$ cat config.mk
export PLATFORM = sky130hd
export DESIGN_NAME = fpconv_top
export DESIGN_NICKNAME = d
export VERILOG_FILES = /design/src/rtl/fpconv_pkg.sv /design/src/rtl/fpconv_top.sv /design/src/rtl/result_arbiter.sv /design/src/rtl/conv_stage.sv /design/src/rtl/fp32_to_fp64.sv /design/src/rtl/fp64_to_fp32.sv /design/src/rtl/fp_classify.sv
export SDC_FILE = /design/constraint.sdc
export NUM_CORES = 1
export LEC_CHECK = 0
export BUFFER_PORTS_ARGS = -buffer_cell sky130_fd_sc_hd__buf_4
export CAP_MARGIN = 20
export CORE_AREA = 2 2 194 196
export DETAILED_ROUTE_END_ITERATION = 7
export DIE_AREA = 0 0 196 198
export GPL_TIMING_DRIVEN = 0
export PLACE_DENSITY_LB_ADDON = 0.08
export REMOVE_ABC_BUFFERS = 1
export SLEW_MARGIN = 20
export SYNTH_ARGS = -nofsm -noshare
export SYNTH_HDL_FRONTEND = slang
export SYNTH_HIERARCHICAL = 1
export SYNTH_SLANG_ARGS = --single-unit
$ cat constraint.sdc
create_clock -name clk -period 2.8 [get_ports clk]
set_input_delay 0.14 -clock clk [delete_from_list [all_inputs] [get_ports clk]]
set_output_delay 0.14 -clock clk [all_outputs]
set_load 0.02 [all_outputs]
$ cat src/rtl/fpconv_pkg.sv
/*
 * Shared format widths, tag type and stage payload items for the
 * float conversion unit. Compile this before any other RTL file.
 */
package fpconv_pkg;

    // ============================================================
    // Format field widths
    // ============================================================
    localparam int tag_w     = 4;
    localparam int f64_exp_w = 11;
    localparam int f64_man_w = 52;
    localparam int f32_exp_w = 8;
    localparam int f32_man_w = 23;

    // Double bias minus single bias (1023 - 127)
    localparam int bias_delta = 896;

    // ============================================================
    // Types
    // ============================================================
    typedef logic [tag_w-1:0] tag_t;

    // Narrowing path payload, single precision result
    typedef struct packed {
        tag_t                           tag;
        logic [f32_exp_w+f32_man_w:0]   data;
    } narrow_item_t;

    // Widening path payload, double precision result
    typedef struct packed {
        tag_t                           tag;
        logic [f64_exp_w+f64_man_w:0]   data;
    } wide_item_t;

    // Which path produced a result
    typedef enum logic {
        NARROW = 1'b0,
        WIDE   = 1'b1
    } res_kind_t;

endpackage
$ cat src/rtl/fpconv_top.sv
/*
 * Float conversion unit top. Narrow and wide request ports feed
 * their converters and stages, merged onto one result bus.
 */
`timescale 1ns/1ps

module fpconv_top (
    input  logic                  clk,
    input  logic                  arst_n,
    // Narrowing requests
    input  logic                  n_valid,
    output logic                  n_ready,
    input  fpconv_pkg::tag_t      n_tag,
    input  logic [63:0]           n_data,
    // Widening requests
    input  logic                  w_valid,
    output logic                  w_ready,
    input  fpconv_pkg::tag_t      w_tag,
    input  logic [31:0]           w_data,
    // Shared result bus
    output logic                  r_valid,
    input  logic                  r_ready,
    output fpconv_pkg::res_kind_t r_kind,
    output fpconv_pkg::tag_t      r_tag,
    output logic [63:0]           r_data
);
    import fpconv_pkg::*;

    logic [31:0]  n_result;
    logic [63:0]  w_result;
    narrow_item_t n_in_item;
    wide_item_t   w_in_item;

    logic         ns_valid;
    logic         ns_ready;
    narrow_item_t ns_item;
    logic         ws_valid;
    logic         ws_ready;
    wide_item_t   ws_item;

    // ============================================================
    // Converters
    // ============================================================
    fp64_to_fp32 u_narrow (
        .fp64_in  (n_data),
        .fp32_out (n_result)
    );

    fp32_to_fp64 u_wide (
        .fp32_in  (w_data),
        .fp64_out (w_result)
    );

    // Tag rides alongside the converted value
    assign n_in_item.tag  = n_tag;
    assign n_in_item.data = n_result;
    assign w_in_item.tag  = w_tag;
    assign w_in_item.data = w_result;

    // ============================================================
    // Stages and arbiter
    // ============================================================
    conv_stage #(
        .item_t(narrow_item_t)
    ) u_n_stage (
        .clk       (clk),
        .arst_n    (arst_n),
        .in_valid  (n_valid),
        .in_ready  (n_ready),
        .in_item   (n_in_item),
        .out_valid (ns_valid),
        .out_ready (ns_ready),
        .out_item  (ns_item)
    );

    conv_stage #(
        .item_t(wide_item_t)
    ) u_w_stage (
        .clk       (clk),
        .arst_n    (arst_n),
        .in_valid  (w_valid),
        .in_ready  (w_ready),
        .in_item   (w_in_item),
        .out_valid (ws_valid),
        .out_ready (ws_ready),
        .out_item  (ws_item)
    );

    result_arbiter u_arbiter (
        .clk     (clk),
        .arst_n  (arst_n),
        .n_valid (ns_valid),
        .n_ready (ns_ready),
        .n_item  (ns_item),
        .w_valid (ws_valid),
        .w_ready (ws_ready),
        .w_item  (ws_item),
        .r_valid (r_valid),
        .r_ready (r_ready),
        .r_kind  (r_kind),
        .r_tag   (r_tag),
        .r_data  (r_data)
    );

endmodule

$ cat src/rtl/result_arbiter.sv
/*
 * Round-robin merge of the narrow and wide stages onto one
 * registered result bus. Narrow results are zero-extended.
 */
`timescale 1ns/1ps

module result_arbiter (
    input  logic                     clk,
    input  logic                     arst_n,
    input  logic                     n_valid,
    output logic                     n_ready,
    input  fpconv_pkg::narrow_item_t n_item,
    input  logic                     w_valid,
    output logic                     w_ready,
    input  fpconv_pkg::wide_item_t   w_item,
    output logic                     r_valid,
    input  logic                     r_ready,
    output fpconv_pkg::res_kind_t    r_kind,
    output fpconv_pkg::tag_t         r_tag,
    output logic [63:0]              r_data
);
    import fpconv_pkg::*;

    res_kind_t last_q;
    logic      can_load;

    // ============================================================
    // Grant
    // ============================================================
    // Output register free, or its item leaves this cycle
    assign can_load = ~r_valid | r_ready;

    // On a tie the path that did not win last time goes
    assign n_ready = can_load & (~w_valid | (last_q == WIDE));
    assign w_ready = can_load & (~n_valid | (last_q == NARROW));

    // ============================================================
    // Control state
    // ============================================================
    // Reset to WIDE so NARROW wins the first tie
    always_ff @(posedge clk or negedge arst_n) begin
        if (!arst_n) begin
            r_valid <= 1'b0;
            last_q  <= WIDE;
        end else begin
            if (can_load) begin
                r_valid <= n_valid | w_valid;
            end
            if (n_valid && n_ready) begin
                last_q <= NARROW;
            end else if (w_valid && w_ready) begin
                last_q <= WIDE;
            end
        end
    end

    // Result payload
    always_ff @(posedge clk) begin
        if (n_valid && n_ready) begin
            r_kind <= NARROW;
            r_tag  <= n_item.tag;
            r_data <= 64'(n_item.data);
        end else if (w_valid && w_ready) begin
            r_kind <= WIDE;
            r_tag  <= w_item.tag;
            r_data <= w_item.data;
        end
    end

endmodule

$ cat src/rtl/conv_stage.sv
/*
 * One-entry valid/ready register slice for any payload type.
 * Used once per conversion path ahead of the result arbiter.
 */
`timescale 1ns/1ps

module conv_stage #(
    parameter type item_t = logic
) (
    input  logic  clk,
    input  logic  arst_n,
    input  logic  in_valid,
    output logic  in_ready,
    input  item_t in_item,
    output logic  out_valid,
    input  logic  out_ready,
    output item_t out_item
);

    logic  full_q;
    item_t item_q;

    // Room when empty, or when the held item leaves this cycle
    assign in_ready = ~full_q | out_ready;

    // Occupancy flag
    always_ff @(posedge clk or negedge arst_n) begin
        if (!arst_n) begin
            full_q <= 1'b0;
        end else if (in_ready) begin
            full_q <= in_valid;
        end
    end

    // Payload loads on every accepted transfer
    always_ff @(posedge clk) begin
        if (in_valid && in_ready) begin
            item_q <= in_item;
        end
    end

    assign out_valid = full_q;
    assign out_item  = item_q;

endmodule

$ cat src/rtl/fp32_to_fp64.sv
/*
 * Single to double widening, combinational and always exact.
 * Single denormals come out as normalized doubles.
 */
`timescale 1ns/1ps

module fp32_to_fp64 (
    input  logic [31:0] fp32_in,
    output logic [63:0] fp64_out
);
    import fpconv_pkg::*;

    logic                 is_nan;
    logic                 is_inf;
    logic                 is_zero;
    logic                 is_denorm;

    logic                 sign;
    logic [f32_exp_w-1:0] exp_in;
    logic [f32_man_w-1:0] man_in;

    logic [4:0]           lz;
    logic [f32_man_w-1:0] norm_man;
    logic [f64_exp_w-1:0] norm_exp;
    logic [f64_exp_w-1:0] denorm_exp;

    // ============================================================
    // Input classification
    // ============================================================
    fp_classify #(
        .width(32)
    ) u_classify (
        .value     (fp32_in),
        .is_nan    (is_nan),
        .is_snan   (),
        .is_inf    (is_inf),
        .is_zero   (is_zero),
        .is_denorm (is_denorm),
        .is_norm   ()
    );

    assign sign   = fp32_in[31];
    assign exp_in = fp32_in[30 -: f32_exp_w];
    assign man_in = fp32_in[f32_man_w-1:0];

    // Normal exponent onto the double bias
    assign norm_exp = {3'b000, exp_in} + f64_exp_w'(bias_delta);

    // ============================================================
    // Denormal normalization
    // ============================================================
    // Leading-zero count, the highest set bit wins as the scan goes up
    always_comb begin
        lz = 5'd0;
        for (int i = 0; i < f32_man_w; i++) begin
            if (man_in[i]) begin
                lz = 5'(f32_man_w - 1 - i);
            end
        end
    end

    // Leading one moves past the top and becomes the hidden bit
    assign norm_man = man_in << 5'(lz + 5'd1);

    // MSB at bit 22 means 2^-127, i.e. double exponent 896
    assign denorm_exp = f64_exp_w'(bias_delta) - f64_exp_w'(lz);

    // ============================================================
    // Result selection
    // ============================================================
    always_comb begin
        if (is_nan) begin
            // Force quiet, payload into the top of the double mantissa
            fp64_out = {sign, 11'h7ff, 1'b1, man_in[f32_man_w-2:0], 29'd0};
        end else if (is_inf) begin
            fp64_out = {sign, 11'h7ff, 52'd0};
        end else if (is_zero) begin
            fp64_out = {sign, 63'd0};
        end else if (is_denorm) begin
            fp64_out = {sign, denorm_exp, norm_man, 29'd0};
        end else begin
            fp64_out = {sign, norm_exp, man_in, 29'd0};
        end
    end

endmodule

$ cat src/rtl/fp64_to_fp32.sv
/*
 * Double to single narrowing, combinational. Truncates the mantissa,
 * saturates overflow to infinity and shifts small values to denormals.
 */
`timescale 1ns/1ps

module fp64_to_fp32 (
    input  logic [63:0] fp64_in,
    output logic [31:0] fp32_out
);
    import fpconv_pkg::*;

    logic                 is_nan;
    logic                 is_inf;
    logic                 is_zero;
    logic                 is_denorm;

    logic                 sign;
    logic [f64_exp_w-1:0] exp_in;
    logic [f64_man_w-1:0] man_in;

    // Rebiased exponent, two guard bits keep the sign
    logic signed [12:0]   new_exp;
    logic [f64_man_w:0]   full_man;
    logic [5:0]           shift;
    logic [f64_man_w:0]   shifted;

    // ============================================================
    // Input classification
    // ============================================================
    fp_classify #(
        .width(64)
    ) u_classify (
        .value     (fp64_in),
        .is_nan    (is_nan),
        .is_snan   (),
        .is_inf    (is_inf),
        .is_zero   (is_zero),
        .is_denorm (is_denorm),
        .is_norm   ()
    );

    assign sign   = fp64_in[63];
    assign exp_in = fp64_in[62 -: f64_exp_w];
    assign man_in = fp64_in[f64_man_w-1:0];

    // Exponent moved onto the single bias
    assign new_exp = $signed({2'b00, exp_in}) - $signed(13'(bias_delta));

    // Hidden one restored for the denormal path
    assign full_man = {1'b1, man_in};

    // 29 bits dropped by truncation plus one per step below exponent 1
    assign shift   = 6'(13'sd30 - new_exp);
    assign shifted = full_man >> shift;

    // ============================================================
    // Result selection, in priority order
    // ============================================================
    always_comb begin
        if (is_nan) begin
            // Quiet NaN, top payload bits kept
            fp32_out = {sign, 8'hff, 1'b1, man_in[f64_man_w-2 -: f32_man_w-1]};
        end else if (is_inf) begin
            fp32_out = {sign, 8'hff, 23'd0};
        end else if (is_zero || is_denorm) begin
            // Double denormals are far below single range
            fp32_out = {sign, 31'd0};
        end else if (new_exp > 13'sd254) begin
            // Too large for a single
            fp32_out = {sign, 8'hff, 23'd0};
        end else if (new_exp < -13'sd22) begin
            // Even the hidden one shifts out
            fp32_out = {sign, 31'd0};
        end else if (new_exp < 13'sd1) begin
            fp32_out = {sign, 8'h00, shifted[f32_man_w-1:0]};
        end else begin
            // Normal, low mantissa bits dropped
            fp32_out = {sign, new_exp[f32_exp_w-1:0], man_in[f64_man_w-1 -: f32_man_w]};
        end
    end

endmodule

$ cat src/rtl/fp_classify.sv
/*
 * IEEE-754 class decoder for singles or doubles, picked by width.
 * Purely combinational, one instance per converter input.
 */
`timescale 1ns/1ps

module fp_classify #(
    parameter int width = 64
) (
    input  logic [width-1:0] value,
    output logic             is_nan,
    output logic             is_snan,
    output logic             is_inf,
    output logic             is_zero,
    output logic             is_denorm,
    output logic             is_norm
);
    import fpconv_pkg::*;

    // Field widths follow the chosen format
    localparam int exp_w = (width == 64) ? f64_exp_w : f32_exp_w;
    localparam int man_w = (width == 64) ? f64_man_w : f32_man_w;

    logic [exp_w-1:0] exp_f;
    logic [man_w-1:0] man_f;
    logic             exp_ones;
    logic             exp_zero;
    logic             man_zero;

    // ============================================================
    // Field decode
    // ============================================================
    // Sign bit sits above the exponent and plays no part in the class
    assign exp_f = value[width-2 -: exp_w];
    assign man_f = value[man_w-1:0];

    assign exp_ones = &exp_f;
    assign exp_zero = ~|exp_f;
    assign man_zero = ~|man_f;

    // ============================================================
    // Class flags
    // ============================================================
    // All-ones exponent: infinity or NaN
    assign is_nan = exp_ones & ~man_zero;
    assign is_inf = exp_ones & man_zero;

    // Signalling NaN has the mantissa MSB clear
    assign is_snan = is_nan & ~man_f[man_w-1];

    // Zero exponent: zero or denormal
    assign is_zero   = exp_zero & man_zero;
    assign is_denorm = exp_zero & ~man_zero;

    // Anything else is a normal number
    assign is_norm = ~exp_ones & ~exp_zero;

endmodule

==> impl_metrics.json <==
{
  "swShare": 0.326,
  "ant_nets": 0,
  "setup_viol": 10,
  "gp_congestion": 0.894,
  "cts-buffers-inserted": 17,
  "crit_family": "compound AO/OA/AOI/OAI gates",
  "fin_skew_ps": 7.16,
  "clkTransAtPathRegs_ps": 60,
  "fin_hold_ws_ps": 46.7,
  "post-route-period-util": 1.05,
  "crit_type": "in2reg",
  "grt_pass1_wl_um": 62700,
  "numClockSinks": 177,
  "cts_tree": "done",
  "track_usage": 0.211,
  "gr-usage-met3": 0.0438,
  "dp_hpwl_um": 29200,
  "tightest_slew_ps": 1090,
  "clockPowerShare": 0.246,
  "drt-total-wl_um": 41600,
  "design.core.area_um2": 37000,
  "fp.dieH_um": 198,
  "p_int_mw": 6.21,
  "ir_drop_uv": 345,
  "first_global_vias": 10003,
  "drv_cap": 0,
  "synthesis.area_um2": 12600,
  "ff2ff_path_depth": 3,
  "cp-start-kind": "primary input",
  "synthToLayoutAreaGrowth_pct": 26.2,
  "reg2reg_slack_ps": 690,
  "post-route-min-period_ps": 2930,
  "power_frac_comb": 0.368,
  "crit_top_cell": "buf_12",
  "finalHoldViolCount": 0,
  "cts_buffer_depth": 2,
  "avgSynthCellArea_um2": 11.2,
  "htreeDepth": 4,
  "fmax_mhz": 342,
  "die_x_um": 196,
  "worstPathArrival_ps": 3090,
  "cp.depth": 14,
  "antenna_found_initial": 0,
  "cts-root-buf": "clkbuf_16",
  "rsz0062_at_grt": "yes",
  "path_cells": "buf_12, or4_1, a2111o_1, a211oi_4, or3_4, buf_12, inv_8, ha_4, clkinvlp_4, buf_6, a21oi_1, a221oi_1, a211o_1, a32o_2",
  "worst-path-buf-inv": 5,
  "status": "finished with violations",
  "netSwitchingPower_mw": 3.00,
  "io_buffers": 180,
  "path_max_fanout": 6,
  "critPathMaxStageDelay_ps": 520,
  "met2_usage": 0.314,
  "ios": 181,
  "wl_per_cell_um": 23.0,
  "dr.pass1.iters": 6,
  "finish.net_count": 1442,
  "route.detailed.drc": 0,
  "r2r_end": "u_arbiter/r_data[8]",
  "critPathLaunch": "w_data[12]",
  "worst_setup_path_endpoint": "u_w_stage/out_item[47]",
  "use_met1": 0.309,
  "grt_overflow": 0,
  "relSlewSlack": 0.275,
  "vias": 10386,
  "busiest_layer": "met2",
  "diodes": 0,
  "drt_iter0_markers": 980,
  "seqPwrFrac": 0.386,
  "r2r_start": "u_arbiter/last_q",
  "slew_viol_final": 0,
  "critPathRequiredTime_ps": 2970,
  "setup_ws_ps": -127,
  "hold_class": "in2async",
  "drive_gt1_frac": 0.374,
  "rows": 71,
  "viasPerCell": 5.73,
  "violations": "negative setup slack",
  "syn_inst": 1131,
  "clk-insertion-delay-late_ps": 420,
  "p_leak_nw": 6.15,
  "initial_utilization": 0.342,
  "dieArea_um2": 38800,
  "grt_max_degree": 69,
  "powerDensity_nw_per_um2": 578,
  "yosys_warnings": 6,
  "slowest_stage": "or4_1",
  "fin_setup_tns_ps": -747,
  "crit_path_end_kind": "flop"
}
registers in the layout, indices dropped and copies added, names as in the netlist:
signal	cells
u_w_stage/out_valid	1
u_arbiter/last_q	1
u_arbiter/r_data	64
u_arbiter/r_tag	4
u_w_stage/out_item	68
u_arbiter/r_valid	1
u_n_stage/out_valid	1
u_n_stage/out_item	36
u_arbiter/r_kind	1
power groups by stage:
| stage | sequential (mW) | combinational, mW | clock [mW] |
|---|---|---|---|
| final | 3.56 | 3.39 | 2.27 |
| after global routing | 3.61 | 3.60 | 2.45 |
| after CTS | 3.56 | 3.35 | 2.34 |
| after detailed placement | 3.62 | 3.13 | 0 |
| after global placement | 3.61 | 3.08 | 0 |
| after floorplan | 3.86 | 1.61 | 0 |
routing by layer:
metal / part of all wire / vias to the layer above
li1: - / 4804
met1: 0.47 / 5094
met2: 0.44 / 440
met3: 0.069 / 48
met4: 0.019 / 0
met5: 0 / -
placed cells by master (no fill, tap or decap), types with 7 or more instances in the layout:
master and count:
nand2_1 89, a21o_1 7, nor3_1 15, edfxtp_1 140, nand2b_1 7, o21ai_0 39
conb_1 29, nor4_2 9, nand3_1 25, mux2i_1 79, mux2i_2 7, buf_4 212
dfxtp_1 33, mux4_2 47, a21oi_1 26, nor4_1 21, mux2_4 32, mux2_2 45
nor2_1 45, o211ai_1 9, nand4_1 27, a22o_1 36, buf_6 12, dlygate4sd3_1 14
a31oi_1 11, a22oi_1 9, o21ai_1 8, inv_1 34, clkbuf_16 18, and2_1 9
buf_12 9
metrics by stage:
stage | setup slack [ps] | power [mW] | instance area (um^2) | util | instances
floorplan | -1830 | 5.47 | 12000 | - | 1048
CTS | -95.1 | 9.25 | 15700 | 0.426 | 1807
finish | -127 | 9.21 | 15900 | 0.431 | 1813
global placement | -4110 | 6.69 | 14000 | 0.378 | 1702
global route | -194 | 9.65 | 15900 | 0.431 | 1813
detailed placement | -2410 | 6.75 | 14300 | 0.387 | 1715
cell type report:
cell class | instances | area (um^2)
clock buffer | 21 | 440
clock inverter | 11 | 115
fill | 3546 | 21000
inverter | 38 | 166
multi-input combinational | 835 | 7370
sequential | 177 | 4970
tap | 474 | 593
timing repair buffer | 257 | 2280
worst min path at each step:
stage	start	endpoint
after floorplan	arst_n	u_arbiter/r_valid
after CTS	arst_n	u_w_stage/out_valid
final	arst_n	u_w_stage/out_valid
after global routing	arst_n	u_w_stage/out_valid
after global placement	arst_n	u_w_stage/out_valid
after detailed placement	arst_n	u_w_stage/out_valid
what timing repair did:
item,in CTS,in global routing
setup buffers,45,5
pin swaps,29,21
setup endpoints to repair,50,38
gates cloned,2,1
hold buffers,14,0
endpoints found under the hold margin,17,0
gates resized for setup,81,27
(Power assumes the default switching activity.)
